==> config.mk <==
export PLATFORM = sky130hd
export DESIGN_NAME = llc_top
export DESIGN_NICKNAME = d
export VERILOG_FILES = /design/src/llc_pkg.sv /design/src/llc_line_store.sv /design/src/dram_cmd_encoder.sv /design/src/dram_timer.sv /design/src/llc_ctrl_fsm.sv /design/src/llc_top.sv
export SDC_FILE = /design/constraint.sdc
export NUM_CORES = 2
export LEC_CHECK = 0
export BUFFER_PORTS_ARGS = -buffer_cell sky130_fd_sc_hd__buf_2
export CELL_PAD_IN_SITES_DETAIL_PLACEMENT = 2
export CELL_PAD_IN_SITES_GLOBAL_PLACEMENT = 2
export CORE_MARGIN = 8
export CORE_UTILIZATION = 51
export CTS_CLUSTER_SIZE = 28
export DETAILED_ROUTE_END_ITERATION = 8
export PLACE_DENSITY = 0.85
export RECOVER_POWER = 100
export SLEW_MARGIN = 25
export SYNTH_ARGS = -nofsm -noshare
export SYNTH_HDL_FRONTEND = slang
export SYNTH_MEMORY_MAX_BITS = 65536
export SYNTH_SLANG_ARGS = --single-unit
export TNS_END_PERCENT = 20
==> constraint.sdc <==
create_clock -name clk_in -period 11.8 [get_ports clk_in]
set_clock_uncertainty 0.15 [all_clocks]
set_input_delay 1.77 -clock clk_in [delete_from_list [all_inputs] [get_ports clk_in]]
set_output_delay 1.77 -clock clk_in [all_outputs]
set_load 0.02 [all_outputs]
==> src/llc_pkg.sv <==
// Widths, address field layout and enums shared by the LLC controller RTL and its testbench
package llc_pkg;

    // ------------------------------------------------
    // Word and pin widths
    // ------------------------------------------------
    localparam int PADDR_BITS     = 16;  // Word address from the higher-level cache
    localparam int DATA_BITS      = 64;  // One word per line
    localparam int DRAM_ADDR_BITS = 17;  // DIMM A[16:0]

    // Address fields, lowest first
    localparam int COL_BITS = 4;
    localparam int BA_BITS  = 2;   // 4 banks per group
    localparam int BG_BITS  = 2;   // 4 bank groups
    localparam int ROW_BITS = 8;

    localparam int COL_LSB = 0;
    localparam int BA_LSB  = COL_LSB + COL_BITS;
    localparam int BG_LSB  = BA_LSB + BA_BITS;
    localparam int ROW_LSB = BG_LSB + BG_BITS;  // Row takes the top of the address

    // Command strobes on the address pins when act_n is high
    localparam int RAS_BIT = 16;
    localparam int CAS_BIT = 15;
    localparam int WE_BIT  = 14;

    // ------------------------------------------------
    // Controller states
    // ------------------------------------------------
    typedef enum logic [3:0] {
        IDLE,        // Ready for a request
        CHECK_HIT,   // Tag compare on the captured address
        ROW_OPEN,    // ACTIVATE on the pins
        ROW_WAIT,
        COL_READ,    // READ on the pins
        READ_WAIT,   // Data lands at the end of this wait
        COL_WRITE,   // WRITE on the pins, write data valid
        WRITE_WAIT,
        CLOSE_ROW,   // PRECHARGE on the pins
        CLOSE_WAIT,
        RESPOND      // Response held until accepted
    } llc_state_t;

    // DIMM command opcodes
    typedef enum logic [2:0] {
        READ      = 3'b000,
        WRITE     = 3'b001,
        ACTIVATE  = 3'b010,
        PRECHARGE = 3'b011,
        NOP       = 3'b111   // Deselect, cs_n stays high
    } dram_cmd_t;

endpackage : llc_pkg

==> src/llc_line_store.sv <==
// Direct-mapped line array for the LLC; combinational hit check and a single fill/update port
module llc_line_store
    import llc_pkg::*;
#(
    parameter int INDEX_BITS = 6  // log2 of the line count
) (
    input  logic                  clk_in,
    input  logic                  rst_N_in,
    input  logic [PADDR_BITS-1:0] lookup_addr,  // Address for both lookup and write
    input  logic                  store_we,     // Fill or update at this edge
    input  logic [DATA_BITS-1:0]  store_data,
    output logic                  hit,
    output logic [DATA_BITS-1:0]  line_data
);

    localparam int LINES    = 1 << INDEX_BITS;
    localparam int TAG_BITS = PADDR_BITS - INDEX_BITS;

    // ------------------------------------------------
    // Storage
    // ------------------------------------------------
    logic [LINES-1:0]     valid_r;            // Cleared by reset
    logic [TAG_BITS-1:0]  tag_r  [LINES];
    logic [DATA_BITS-1:0] data_r [LINES];

    logic [INDEX_BITS-1:0] index;
    logic [TAG_BITS-1:0]   tag;

    // Index in the low bits, tag above it
    assign index = lookup_addr[INDEX_BITS-1:0];
    assign tag   = lookup_addr[PADDR_BITS-1:INDEX_BITS];

    // ------------------------------------------------
    // Lookup
    // ------------------------------------------------
    assign hit       = valid_r[index] && (tag_r[index] == tag);
    assign line_data = data_r[index];  // Meaningful only with hit, or after a fill

    // Valid bits
    always_ff @(posedge clk_in or negedge rst_N_in) begin
        if (!rst_N_in) begin
            valid_r <= '0;  // Cold cache
        end else if (store_we) begin
            valid_r[index] <= 1'b1;
        end
    end

    // Tag and data words
    always_ff @(posedge clk_in) begin
        if (store_we) begin
            tag_r[index]  <= tag;         // Same on a write hit, new on a fill
            data_r[index] <= store_data;
        end
    end

endmodule : llc_line_store

==> src/dram_cmd_encoder.sv <==
// Splits the request word address into DIMM fields and drives the current command onto the pins
module dram_cmd_encoder
    import llc_pkg::*;
(
    input  dram_cmd_t                 dram_cmd,
    input  logic [PADDR_BITS-1:0]     req_addr,
    output logic                      cs_n_out,
    output logic                      act_n_out,
    output logic [DRAM_ADDR_BITS-1:0] dram_addr_out,
    output logic [BG_BITS-1:0]        bg_out,
    output logic [BA_BITS-1:0]        ba_out
);

    logic [COL_BITS-1:0] col;
    logic [ROW_BITS-1:0] row;
    logic                ras;
    logic                cas;
    logic                we;

    // ------------------------------------------------
    // Address split, column lowest and row on top
    // ------------------------------------------------
    assign col    = req_addr[COL_LSB +: COL_BITS];
    assign ba_out = req_addr[BA_LSB +: BA_BITS];
    assign bg_out = req_addr[BG_LSB +: BG_BITS];
    assign row    = req_addr[ROW_LSB +: ROW_BITS];

    assign cs_n_out = (dram_cmd == NOP);  // Selected for every real command

    // RAS/CAS/WE strobes
    always_comb begin
        case (dram_cmd)
            READ:      {ras, cas, we} = 3'b101;
            WRITE:     {ras, cas, we} = 3'b100;
            PRECHARGE: {ras, cas, we} = 3'b010;
            default:   {ras, cas, we} = 3'b111;  // NOP, and unused under ACTIVATE
        endcase
    end

    // Pin forms
    always_comb begin
        dram_addr_out = '0;  // Unused bits low
        if (dram_cmd == ACTIVATE) begin
            act_n_out = 1'b0;
            dram_addr_out[ROW_BITS-1:0] = row;  // Row zero-extended
        end else begin
            act_n_out = 1'b1;
            dram_addr_out[RAS_BIT]      = ras;
            dram_addr_out[CAS_BIT]      = cas;
            dram_addr_out[WE_BIT]       = we;
            dram_addr_out[COL_BITS-1:0] = col;  // Column in the low bits
        end
    end

endmodule : dram_cmd_encoder

==> src/dram_timer.sv <==
// Latency down-counter for DRAM waits; loaded by the controller FSM, flags expiry with timer_done
module dram_timer #(
    parameter int TIMER_BITS = 5
) (
    input  logic                  clk_in,
    input  logic                  rst_N_in,
    input  logic                  timer_load,   // One-cycle pulse on the command edge
    input  logic [TIMER_BITS-1:0] timer_count,  // Cycles until done
    output logic                  timer_done
);

    logic [TIMER_BITS-1:0] count;

    // Count down, park at zero
    always_ff @(posedge clk_in or negedge rst_N_in) begin
        if (!rst_N_in) begin
            count <= '0;
        end else if (timer_load) begin
            count <= timer_count;
        end else if (count != '0) begin
            count <= count - 1'b1;
        end
    end

    // Rises timer_count cycles after the load edge
    assign timer_done = (count == '0) && !timer_load;

endmodule : dram_timer

==> src/llc_ctrl_fsm.sv <==
// Request sequencer for the LLC: lookup, DRAM row/column commands, line fill and the response
module llc_ctrl_fsm
    import llc_pkg::*;
#(
    parameter int INDEX_BITS  = 6,
    parameter int ACT_LATENCY = 8,   // ACTIVATE to column command
    parameter int CAS_LATENCY = 22,  // READ to data, WRITE to PRECHARGE
    parameter int PRE_LATENCY = 5,   // PRECHARGE to row closed
    parameter int TIMER_BITS  = 5
) (
    input  logic                  clk_in,
    input  logic                  rst_N_in,
    // Higher-level cache request
    input  logic                  hc_valid_in,
    input  logic                  hc_ready_in,
    input  logic [PADDR_BITS-1:0] hc_addr_in,
    input  logic [DATA_BITS-1:0]  hc_value_in,
    input  logic                  hc_we_in,
    // Higher-level cache response
    output logic                  hc_ready_out,
    output logic                  hc_valid_out,
    output logic [PADDR_BITS-1:0] hc_addr_out,
    output logic [DATA_BITS-1:0]  hc_value_out,
    // DIMM data
    input  logic [DATA_BITS-1:0]  dq_rdata_in,
    output logic [DATA_BITS-1:0]  dq_wdata_out,
    // Command encoder
    output dram_cmd_t             dram_cmd,
    output logic [PADDR_BITS-1:0] req_addr,
    // Latency timer
    output logic                  timer_load,
    output logic [TIMER_BITS-1:0] timer_count,
    input  logic                  timer_done,
    // Line store
    output logic [PADDR_BITS-1:0] lookup_addr,
    output logic                  store_we,
    output logic [DATA_BITS-1:0]  store_data,
    input  logic                  hit,
    input  logic [DATA_BITS-1:0]  line_data
);

    // A wait state leaves on the edge LATENCY cycles after its command edge
    localparam logic [TIMER_BITS-1:0] ACT_COUNT = TIMER_BITS'(ACT_LATENCY - 1);
    localparam logic [TIMER_BITS-1:0] CAS_COUNT = TIMER_BITS'(CAS_LATENCY - 1);
    localparam logic [TIMER_BITS-1:0] PRE_COUNT = TIMER_BITS'(PRE_LATENCY - 1);
    localparam int                    MAX_WAIT  = 1 << TIMER_BITS;

    // Elaboration checks on the parameter set
    if (INDEX_BITS < 1 || INDEX_BITS >= PADDR_BITS) begin : g_bad_index
        $error("INDEX_BITS must leave at least one tag bit");
    end
    if (ACT_LATENCY > MAX_WAIT || CAS_LATENCY > MAX_WAIT || PRE_LATENCY > MAX_WAIT) begin : g_bad_timer
        $error("TIMER_BITS too narrow for the DRAM latencies");
    end

    llc_state_t            state;
    llc_state_t            next_state;
    logic [PADDR_BITS-1:0] req_addr_q;    // Captured request
    logic [DATA_BITS-1:0]  req_value_q;
    logic                  req_we_q;
    logic [DATA_BITS-1:0]  resp_value_q;  // Read word, or the written word
    logic                  accept;
    logic                  fill;

    assign accept = (state == IDLE) && hc_valid_in;
    assign fill   = (state == READ_WAIT) && timer_done;  // DRAM word stable this edge

    // ------------------------------------------------
    // State and request registers
    // ------------------------------------------------
    always_ff @(posedge clk_in or negedge rst_N_in) begin
        if (!rst_N_in) begin
            state    <= IDLE;
            req_we_q <= 1'b0;
        end else begin
            state <= next_state;
            if (accept) begin
                req_we_q <= hc_we_in;
            end
        end
    end

    always_ff @(posedge clk_in) begin
        if (accept) begin
            req_addr_q  <= hc_addr_in;
            req_value_q <= hc_value_in;
        end
        if (state == CHECK_HIT) begin
            resp_value_q <= req_we_q ? req_value_q : line_data;  // Hit word or write echo
        end else if (fill) begin
            resp_value_q <= dq_rdata_in;  // Miss word straight from the DIMM
        end
    end

    // ------------------------------------------------
    // Next state
    // ------------------------------------------------
    always_comb begin
        next_state = state;
        case (state)
            IDLE:       if (hc_valid_in) next_state = CHECK_HIT;
            CHECK_HIT:  next_state = (hit && !req_we_q) ? RESPOND : ROW_OPEN;
            ROW_OPEN:   next_state = ROW_WAIT;
            ROW_WAIT:   if (timer_done) next_state = req_we_q ? COL_WRITE : COL_READ;
            COL_READ:   next_state = READ_WAIT;
            READ_WAIT:  if (timer_done) next_state = CLOSE_ROW;
            COL_WRITE:  next_state = WRITE_WAIT;
            WRITE_WAIT: if (timer_done) next_state = CLOSE_ROW;
            CLOSE_ROW:  next_state = CLOSE_WAIT;
            CLOSE_WAIT: if (timer_done) next_state = RESPOND;
            RESPOND:    if (hc_ready_in) next_state = IDLE;  // Held under back-pressure
            default:    next_state = IDLE;
        endcase
    end

    // Command states issue for one cycle and arm the timer
    always_comb begin
        dram_cmd    = NOP;
        timer_load  = 1'b0;
        timer_count = '0;
        case (state)
            ROW_OPEN: begin
                dram_cmd    = ACTIVATE;
                timer_load  = 1'b1;
                timer_count = ACT_COUNT;
            end
            COL_READ: begin
                dram_cmd    = READ;
                timer_load  = 1'b1;
                timer_count = CAS_COUNT;
            end
            COL_WRITE: begin
                dram_cmd    = WRITE;
                timer_load  = 1'b1;
                timer_count = CAS_COUNT;  // Write data drains before PRECHARGE
            end
            CLOSE_ROW: begin
                dram_cmd    = PRECHARGE;
                timer_load  = 1'b1;
                timer_count = PRE_COUNT;
            end
            default: dram_cmd = NOP;
        endcase
    end

    // ------------------------------------------------
    // Outputs
    // ------------------------------------------------
    assign hc_ready_out = (state == IDLE);
    assign hc_valid_out = (state == RESPOND);
    assign hc_addr_out  = req_addr_q;
    assign hc_value_out = resp_value_q;
    assign req_addr     = req_addr_q;
    assign lookup_addr  = req_addr_q;
    assign dq_wdata_out = req_value_q;  // Sampled with WRITE

    // Fill on a read miss, update on a write hit, no allocate on a write miss
    assign store_we   = fill || ((state == COL_WRITE) && hit);
    assign store_data = fill ? dq_rdata_in : req_value_q;

endmodule : llc_ctrl_fsm

==> src/llc_top.sv <==
// Top level of the write-through LLC with direct DIMM command drive; instances and wiring only
module llc_top
    import llc_pkg::*;
#(
    parameter int INDEX_BITS  = 6,   // 64 lines
    parameter int ACT_LATENCY = 8,
    parameter int CAS_LATENCY = 22,
    parameter int PRE_LATENCY = 5,
    parameter int TIMER_BITS  = 5
) (
    input  logic                      clk_in,
    input  logic                      rst_N_in,
    // Higher-level cache
    input  logic                      hc_valid_in,
    input  logic                      hc_ready_in,
    input  logic [PADDR_BITS-1:0]     hc_addr_in,
    input  logic [DATA_BITS-1:0]      hc_value_in,
    input  logic                      hc_we_in,
    output logic                      hc_ready_out,
    output logic                      hc_valid_out,
    output logic [PADDR_BITS-1:0]     hc_addr_out,
    output logic [DATA_BITS-1:0]      hc_value_out,
    // DIMM
    output logic                      cs_n_out,
    output logic                      act_n_out,
    output logic [DRAM_ADDR_BITS-1:0] dram_addr_out,
    output logic [BG_BITS-1:0]        bg_out,
    output logic [BA_BITS-1:0]        ba_out,
    output logic [DATA_BITS-1:0]      dq_wdata_out,
    input  logic [DATA_BITS-1:0]      dq_rdata_in
);

    // ------------------------------------------------
    // Internal nets
    // ------------------------------------------------
    dram_cmd_t             dram_cmd;
    logic [PADDR_BITS-1:0] req_addr;
    logic                  timer_load;
    logic [TIMER_BITS-1:0] timer_count;
    logic                  timer_done;
    logic [PADDR_BITS-1:0] lookup_addr;
    logic                  store_we;
    logic [DATA_BITS-1:0]  store_data;
    logic                  hit;
    logic [DATA_BITS-1:0]  line_data;

    llc_ctrl_fsm #(
        .INDEX_BITS (INDEX_BITS),
        .ACT_LATENCY(ACT_LATENCY),
        .CAS_LATENCY(CAS_LATENCY),
        .PRE_LATENCY(PRE_LATENCY),
        .TIMER_BITS (TIMER_BITS)
    ) i_ctrl_fsm (
        .clk_in      (clk_in),
        .rst_N_in    (rst_N_in),
        .hc_valid_in (hc_valid_in),
        .hc_ready_in (hc_ready_in),
        .hc_addr_in  (hc_addr_in),
        .hc_value_in (hc_value_in),
        .hc_we_in    (hc_we_in),
        .hc_ready_out(hc_ready_out),
        .hc_valid_out(hc_valid_out),
        .hc_addr_out (hc_addr_out),
        .hc_value_out(hc_value_out),
        .dq_rdata_in (dq_rdata_in),
        .dq_wdata_out(dq_wdata_out),
        .dram_cmd    (dram_cmd),
        .req_addr    (req_addr),
        .timer_load  (timer_load),
        .timer_count (timer_count),
        .timer_done  (timer_done),
        .lookup_addr (lookup_addr),
        .store_we    (store_we),
        .store_data  (store_data),
        .hit         (hit),
        .line_data   (line_data)
    );

    // Wait counter for all DRAM latencies
    dram_timer #(
        .TIMER_BITS(TIMER_BITS)
    ) i_timer (
        .clk_in     (clk_in),
        .rst_N_in   (rst_N_in),
        .timer_load (timer_load),
        .timer_count(timer_count),
        .timer_done (timer_done)
    );

    llc_line_store #(
        .INDEX_BITS(INDEX_BITS)
    ) i_line_store (
        .clk_in     (clk_in),
        .rst_N_in   (rst_N_in),
        .lookup_addr(lookup_addr),
        .store_we   (store_we),
        .store_data (store_data),
        .hit        (hit),
        .line_data  (line_data)
    );

    // Pin encoding, purely combinational
    dram_cmd_encoder i_cmd_encoder (
        .dram_cmd     (dram_cmd),
        .req_addr     (req_addr),
        .cs_n_out     (cs_n_out),
        .act_n_out    (act_n_out),
        .dram_addr_out(dram_addr_out),
        .bg_out       (bg_out),
        .ba_out       (ba_out)
    );

endmodule : llc_top

==> results of run 1 <==
## cells by family after synthesis
logic type | Yosys count | share of synthesized area (%)
AOI/OAI and AO/OA | 305 | 1.053
xor gates and xnor gates | 11 | 0.05066
adders and majority gates | 2 | 0.01315
buffers and inverters | 535 | 1.203
DFF | 4960 | 78.08
muxes | 1685 | 18.39
other | 1 | 0.001972
and+or+nand+nor | 520 | 1.210
## metrics by stage
step	cell area, µm²	hold WS, ns	worst slack [ns]	cells
after floorplan	190200	0.2708	2.966	8024
after global placement	199000	0.2858	3.881	13155
==> key figures, run 1 <==
Status
  • Run status: stopped before the end
  • Failed at: 3_5_place_dp
  • Error message: [ERROR DPL-0033] detailed placement checks failed during check placement.

Logic synthesis
  • Ys async rst share: 1.492%
  • Register area share after synthesis: about four fifths
  • Syn. warnings: 0
  • Most used flip-flop cell after synthesis: edfxtp_1
  • Average cell area after synthesis: 23.72 µm²
  • Post-synth top cells: edfxtp_1 (4880), mux4_2 (1445), nand2_1 (308)
  • Post-synth top area share: between 70% and 80%
  • Post-synth EDFFs: around 4900
  • Largest cells by area after synthesis: edfxtp_1 (77%), mux4_2 (17%), mux2i_1 (1.2%)
  • Cells after Synth: 8019
  • Synth cell types: 59
  • Count leader, synth: edfxtp_1
  • Cell Area, Synth: approximately 0.19 mm²
  • Leading area contributor after synthesis: edfxtp_1
  • Yosys reg bits: slightly below 5000

Die
  • Core Rows: ~220
  • Initial Utilization: 51.18%
  • I/O pins: approximately 320
  • Die Ht: about 630 µm
  • Die X-Extent: about 630 µm

Placed design
  • Placer Congestion: roughly 0.83
  • Hpwl dp: about 520000 µm
  • Buffers added on ports: 311
==> run 2: changes to the inputs <==
CELL_PAD_IN_SITES_DETAIL_PLACEMENT = unset   (was 2)
CELL_PAD_IN_SITES_GLOBAL_PLACEMENT = unset   (was 2)
CORE_UTILIZATION = 40   (was 51)
CTS_CLUSTER_SIZE = unset   (was 28)
PLACE_DENSITY = unset   (was 0.85)
PLACE_DENSITY_LB_ADDON = 0.15   (was unset)
==> key figures, run 2 <==
Detailed routing
  • Post-DR vias/cell: 5.893
  • DRT iter0 DRCs: 10705
  • Drc violations: 0
  • Routed wire length: between 500000 and 600000 µm
  • Routed len/inst: approximately 36 µm
  • DRT Pass-1 Iters: 6
  • Final ANT Viol Nets: 0
  • Via count: 90637

Die
  • Die Ht: 705.6 µm (was 626.7 µm)
  • Core ar.: 0.4742 mm²
  • Core Rows: 253 (was 224)
  • Die X-Extent: 705.6 µm (was 626.7 µm)
  • I/O pins: 318 (unchanged)
  • Initial Utilization: 40.11% (was 51.18%)
  • Total die area: about 0.50 mm²

CTS
  • CTS Hold Bufs: 0
  • Clock sink total: between 4000 and 5000
  • CTS Buffer Depth: 4
  • Post-CTS Setup Inserts: 0
  • Reg clk slew, reported paths: roughly 0.06 ns
  • CTS root buf: clkbuf_16
  • CTS Buf Count: around 540
  • Later-pin clock latency in the skew report: roughly 1.1 ns
  • CTS H-tree lvls: 6
  • Post_cts resized: 0
  • CTS tree: done

Min path
  • Min-Delay Path Class: reg2reg

STA
  • Final Max Tran Viols: about 4300
  • Worst-Margin Slew: around 4.4 ns
  • Final Hold Vio Count: 0
  • Setup_tns: 0 ns
  • Tcrit/Tclk final: 82.21%
  • Final min period: 9.700 ns
  • Max Fclk: 0.1031 GHz
  • Max_slew headroom: -193.9%
  • RSZ-0062 raised after global routing: false
  • Setup slack after layout: approximately 2.1 ns
  • Final setup vio count: 0

Final layout
  • Multi-input logic area: slightly below 0.04 mm²
  • Fin util: about 46%
  • Nets@finish: ~9000
  • Most frequent cells in the layout: edfxtp_1 (4880), mux4_2 (1445), clkbuf_16 (567)
  • Fillers: around 39000
  • Layout cells sized above 1: between 20% and 30%
  • Max FFs per register: just over 4000
  • Area Growth Syn to Fin: 14.26%
  • Largest Register: i_line_store.data_r
  • Reg area: 0.1485 mm²
  • Top Registers: i_line_store.data_r x4096, i_line_store.tag_r x640
  • Most common cell after layout, fill and taps aside: edfxtp_1

Logic synthesis
  • Synth Area in XOR/XNOR: 0.05065% (unchanged)
  • Mux contribution to synthesized area: 18.39% (unchanged)
  • Simple-gate share of the synthesized area: 1.210% (unchanged)
  • Register area share after synthesis: 78.08% (unchanged)
  • Count leader, synth: edfxtp_1 (unchanged)
  • Largest cells by area after synthesis: edfxtp_1 (77%), mux4_2 (17%), mux2i_1 (1.2%) (unchanged)
  • Synth cell types: 59 (unchanged)
  • Ys async rst share: 1.492% (unchanged)
  • Syn. warnings: 0 (unchanged)
  • Post-synth top cells: edfxtp_1 (4880), mux4_2 (1445), nand2_1 (308) (unchanged)
  • Post-synth top area share: 77.05% (unchanged)
  • Compound-Gate Fraction of Synth Area: 1.053% (unchanged)
  • Yosys reg bits: 4960 (unchanged)
  • Cells after Synth: 8019 (unchanged)
  • Average cell area after synthesis: 23.72 µm² (unchanged)
  • Post-synth EDFFs: 4880 (unchanged)
  • Cell Area, Synth: 0.1902 mm² (unchanged)
  • Leading area contributor after synthesis: edfxtp_1 (unchanged)
  • Post-Synth Adder-Cell Area: 0.01316% (unchanged)
  • Largest family of logic cells by synthesized area: multiplexers (unchanged)
  • Most used flip-flop cell after synthesis: edfxtp_1 (unchanged)

Placed design
  • Buffers added on ports: 311 (unchanged)
  • Placer Congestion: 0.7909 (was 0.8316)
  • Post-place setup slack: 3.998 ns
  • Hpwl dp: 285100 µm (was 515700 µm)

Power
  • Power per cell area: around 200 mW/mm²
  • Clock Power Share: between 30% and 40%
  • Lkg Pwr: 67.81 nW
  • Maximum VDD drop: roughly 150 µV
  • Seq pwr share: 47.1%
  • Switching share of power: between 20% and 30%
  • Power after layout: 42.86 mW
  • Power Internal: between 30 and 40 mW
  • NetSw: ~11 mW
  • Comb power frac: approximately 14%

Critical path
  • Crit-path cells: buf_4 > clkbuf_1 > buf_12 > mux4_2 > mux4_2 > mux4_2 > mux2i_1 > o21ai_0
  • Reg-to-reg slack, setup: 2.10 ns
  • Critical path data required time: 12.39 ns
  • Crit Path Max Fanout: 135
  • Crit end category: register
  • Startpoint Class: register
  • CP arrival: slightly above 10 ns
  • Max incr delay on CP: around 3.1 ns
  • CP max-delay cell: clkbuf_1
  • Most used cell, CP: mux4_2
  • Critical path type: reg2reg

Global routing
  • Vias in the first global route: 93663
  • GRT Residual Overflow: 0
  • Antenna violations before repair: 27
  • First-pass GRT wire length: approximately 760000 µm
  • Global Route Usage Sum: 21.56%
  • Pin count of the biggest net entering global routing: around 150

Status
  • Failing checks: capacitance limit, slew limit
  • Run status: complete, but fails checks (was stopped before the end)

Flow run
  • Number of max-cap violations: 77
run 2: worst paths after layout:
| path | start | to | cells past startpoint |
|---|---|---|---|
| max | register | i_ctrl_fsm.hc_value_out[53] | 8 |
| min | i_line_store.valid_r[44] | i_line_store.valid_r[44] | 2 |
| max reg2reg | register | i_ctrl_fsm.hc_value_out[53] | 8 |
| min reg2reg | i_line_store.valid_r[44] | i_line_store.valid_r[44] | 2 |
| max in group asynchronous | rst_N_in | i_ctrl_fsm.req_we_q | 1 |
| min in group asynchronous | rst_N_in | i_line_store.valid_r[49] | 1 |
run 2: cell type report:
type,instances,area share (%)
Clock buffer,678,6.721
Timing Repair Buffer,622,1.911
Antenna cell,6,0.006909
Clock inverter,265,1.124
Multi-Input combinational cell,2529,18.16
Tap cell,6247,3.597
Sequential cell,4960,68.35
Inverter,74,0.1341
run 2: worst max-delay path: cells and delay by family, from the launching register on:
family                 cells  cell delay [ns]
AO/OA/AOI/OAI              1             0.10
flip-flops                 1             2.28
multiplexers               4             1.81
buffers and inverters      3             4.69
run 2: stage by stage:
stage	hold slack [ns]	cell area (µm²)	instances
2_1_floorplan	0.2708	190200	8024
3_3_place_gp	0.2829	200900	14422
3_5_place_dp	0.2898	201100	14431
4_1_cts	0.3035	218100	15374
5_1_grt	0.3275	217300	15379
6_report	0.2995	217300	15381
run 2: cells by family after synthesis:
logic type,count (synthesis)
DFF,4960
muxes,1685
buffers and inverters,535
and+or+nand+nor,520
AOI/OAI and AO/OA,305
xor gates and xnor gates,11
adders and majority gates,2
other,1
run 2: power groups by stage:
stage / sequential [mW] / clock (mW) / combinational, mW
6_report: 20.2 / 16.5 / 6.17
5_1_grt: 20.2 / 17.4 / 6.57
3_3_place_gp: 20.5 / 0 / 6.26
3_5_place_dp: 20.5 / 0 / 6.34
4_1_cts: 20.1 / 16.8 / 6.35
2_1_floorplan: 20.6 / 0 / 3.94
run 2: metal layers:
layer,share of wire [%],wire length [µm],track usage (%)
met2,49,270200,35.75
met4,2.2,11890,4.633
met3,6.1,33380,2.876
met5,0,0,0
met1,43,234100,30.72
Power figures use the tool's default switching activity.
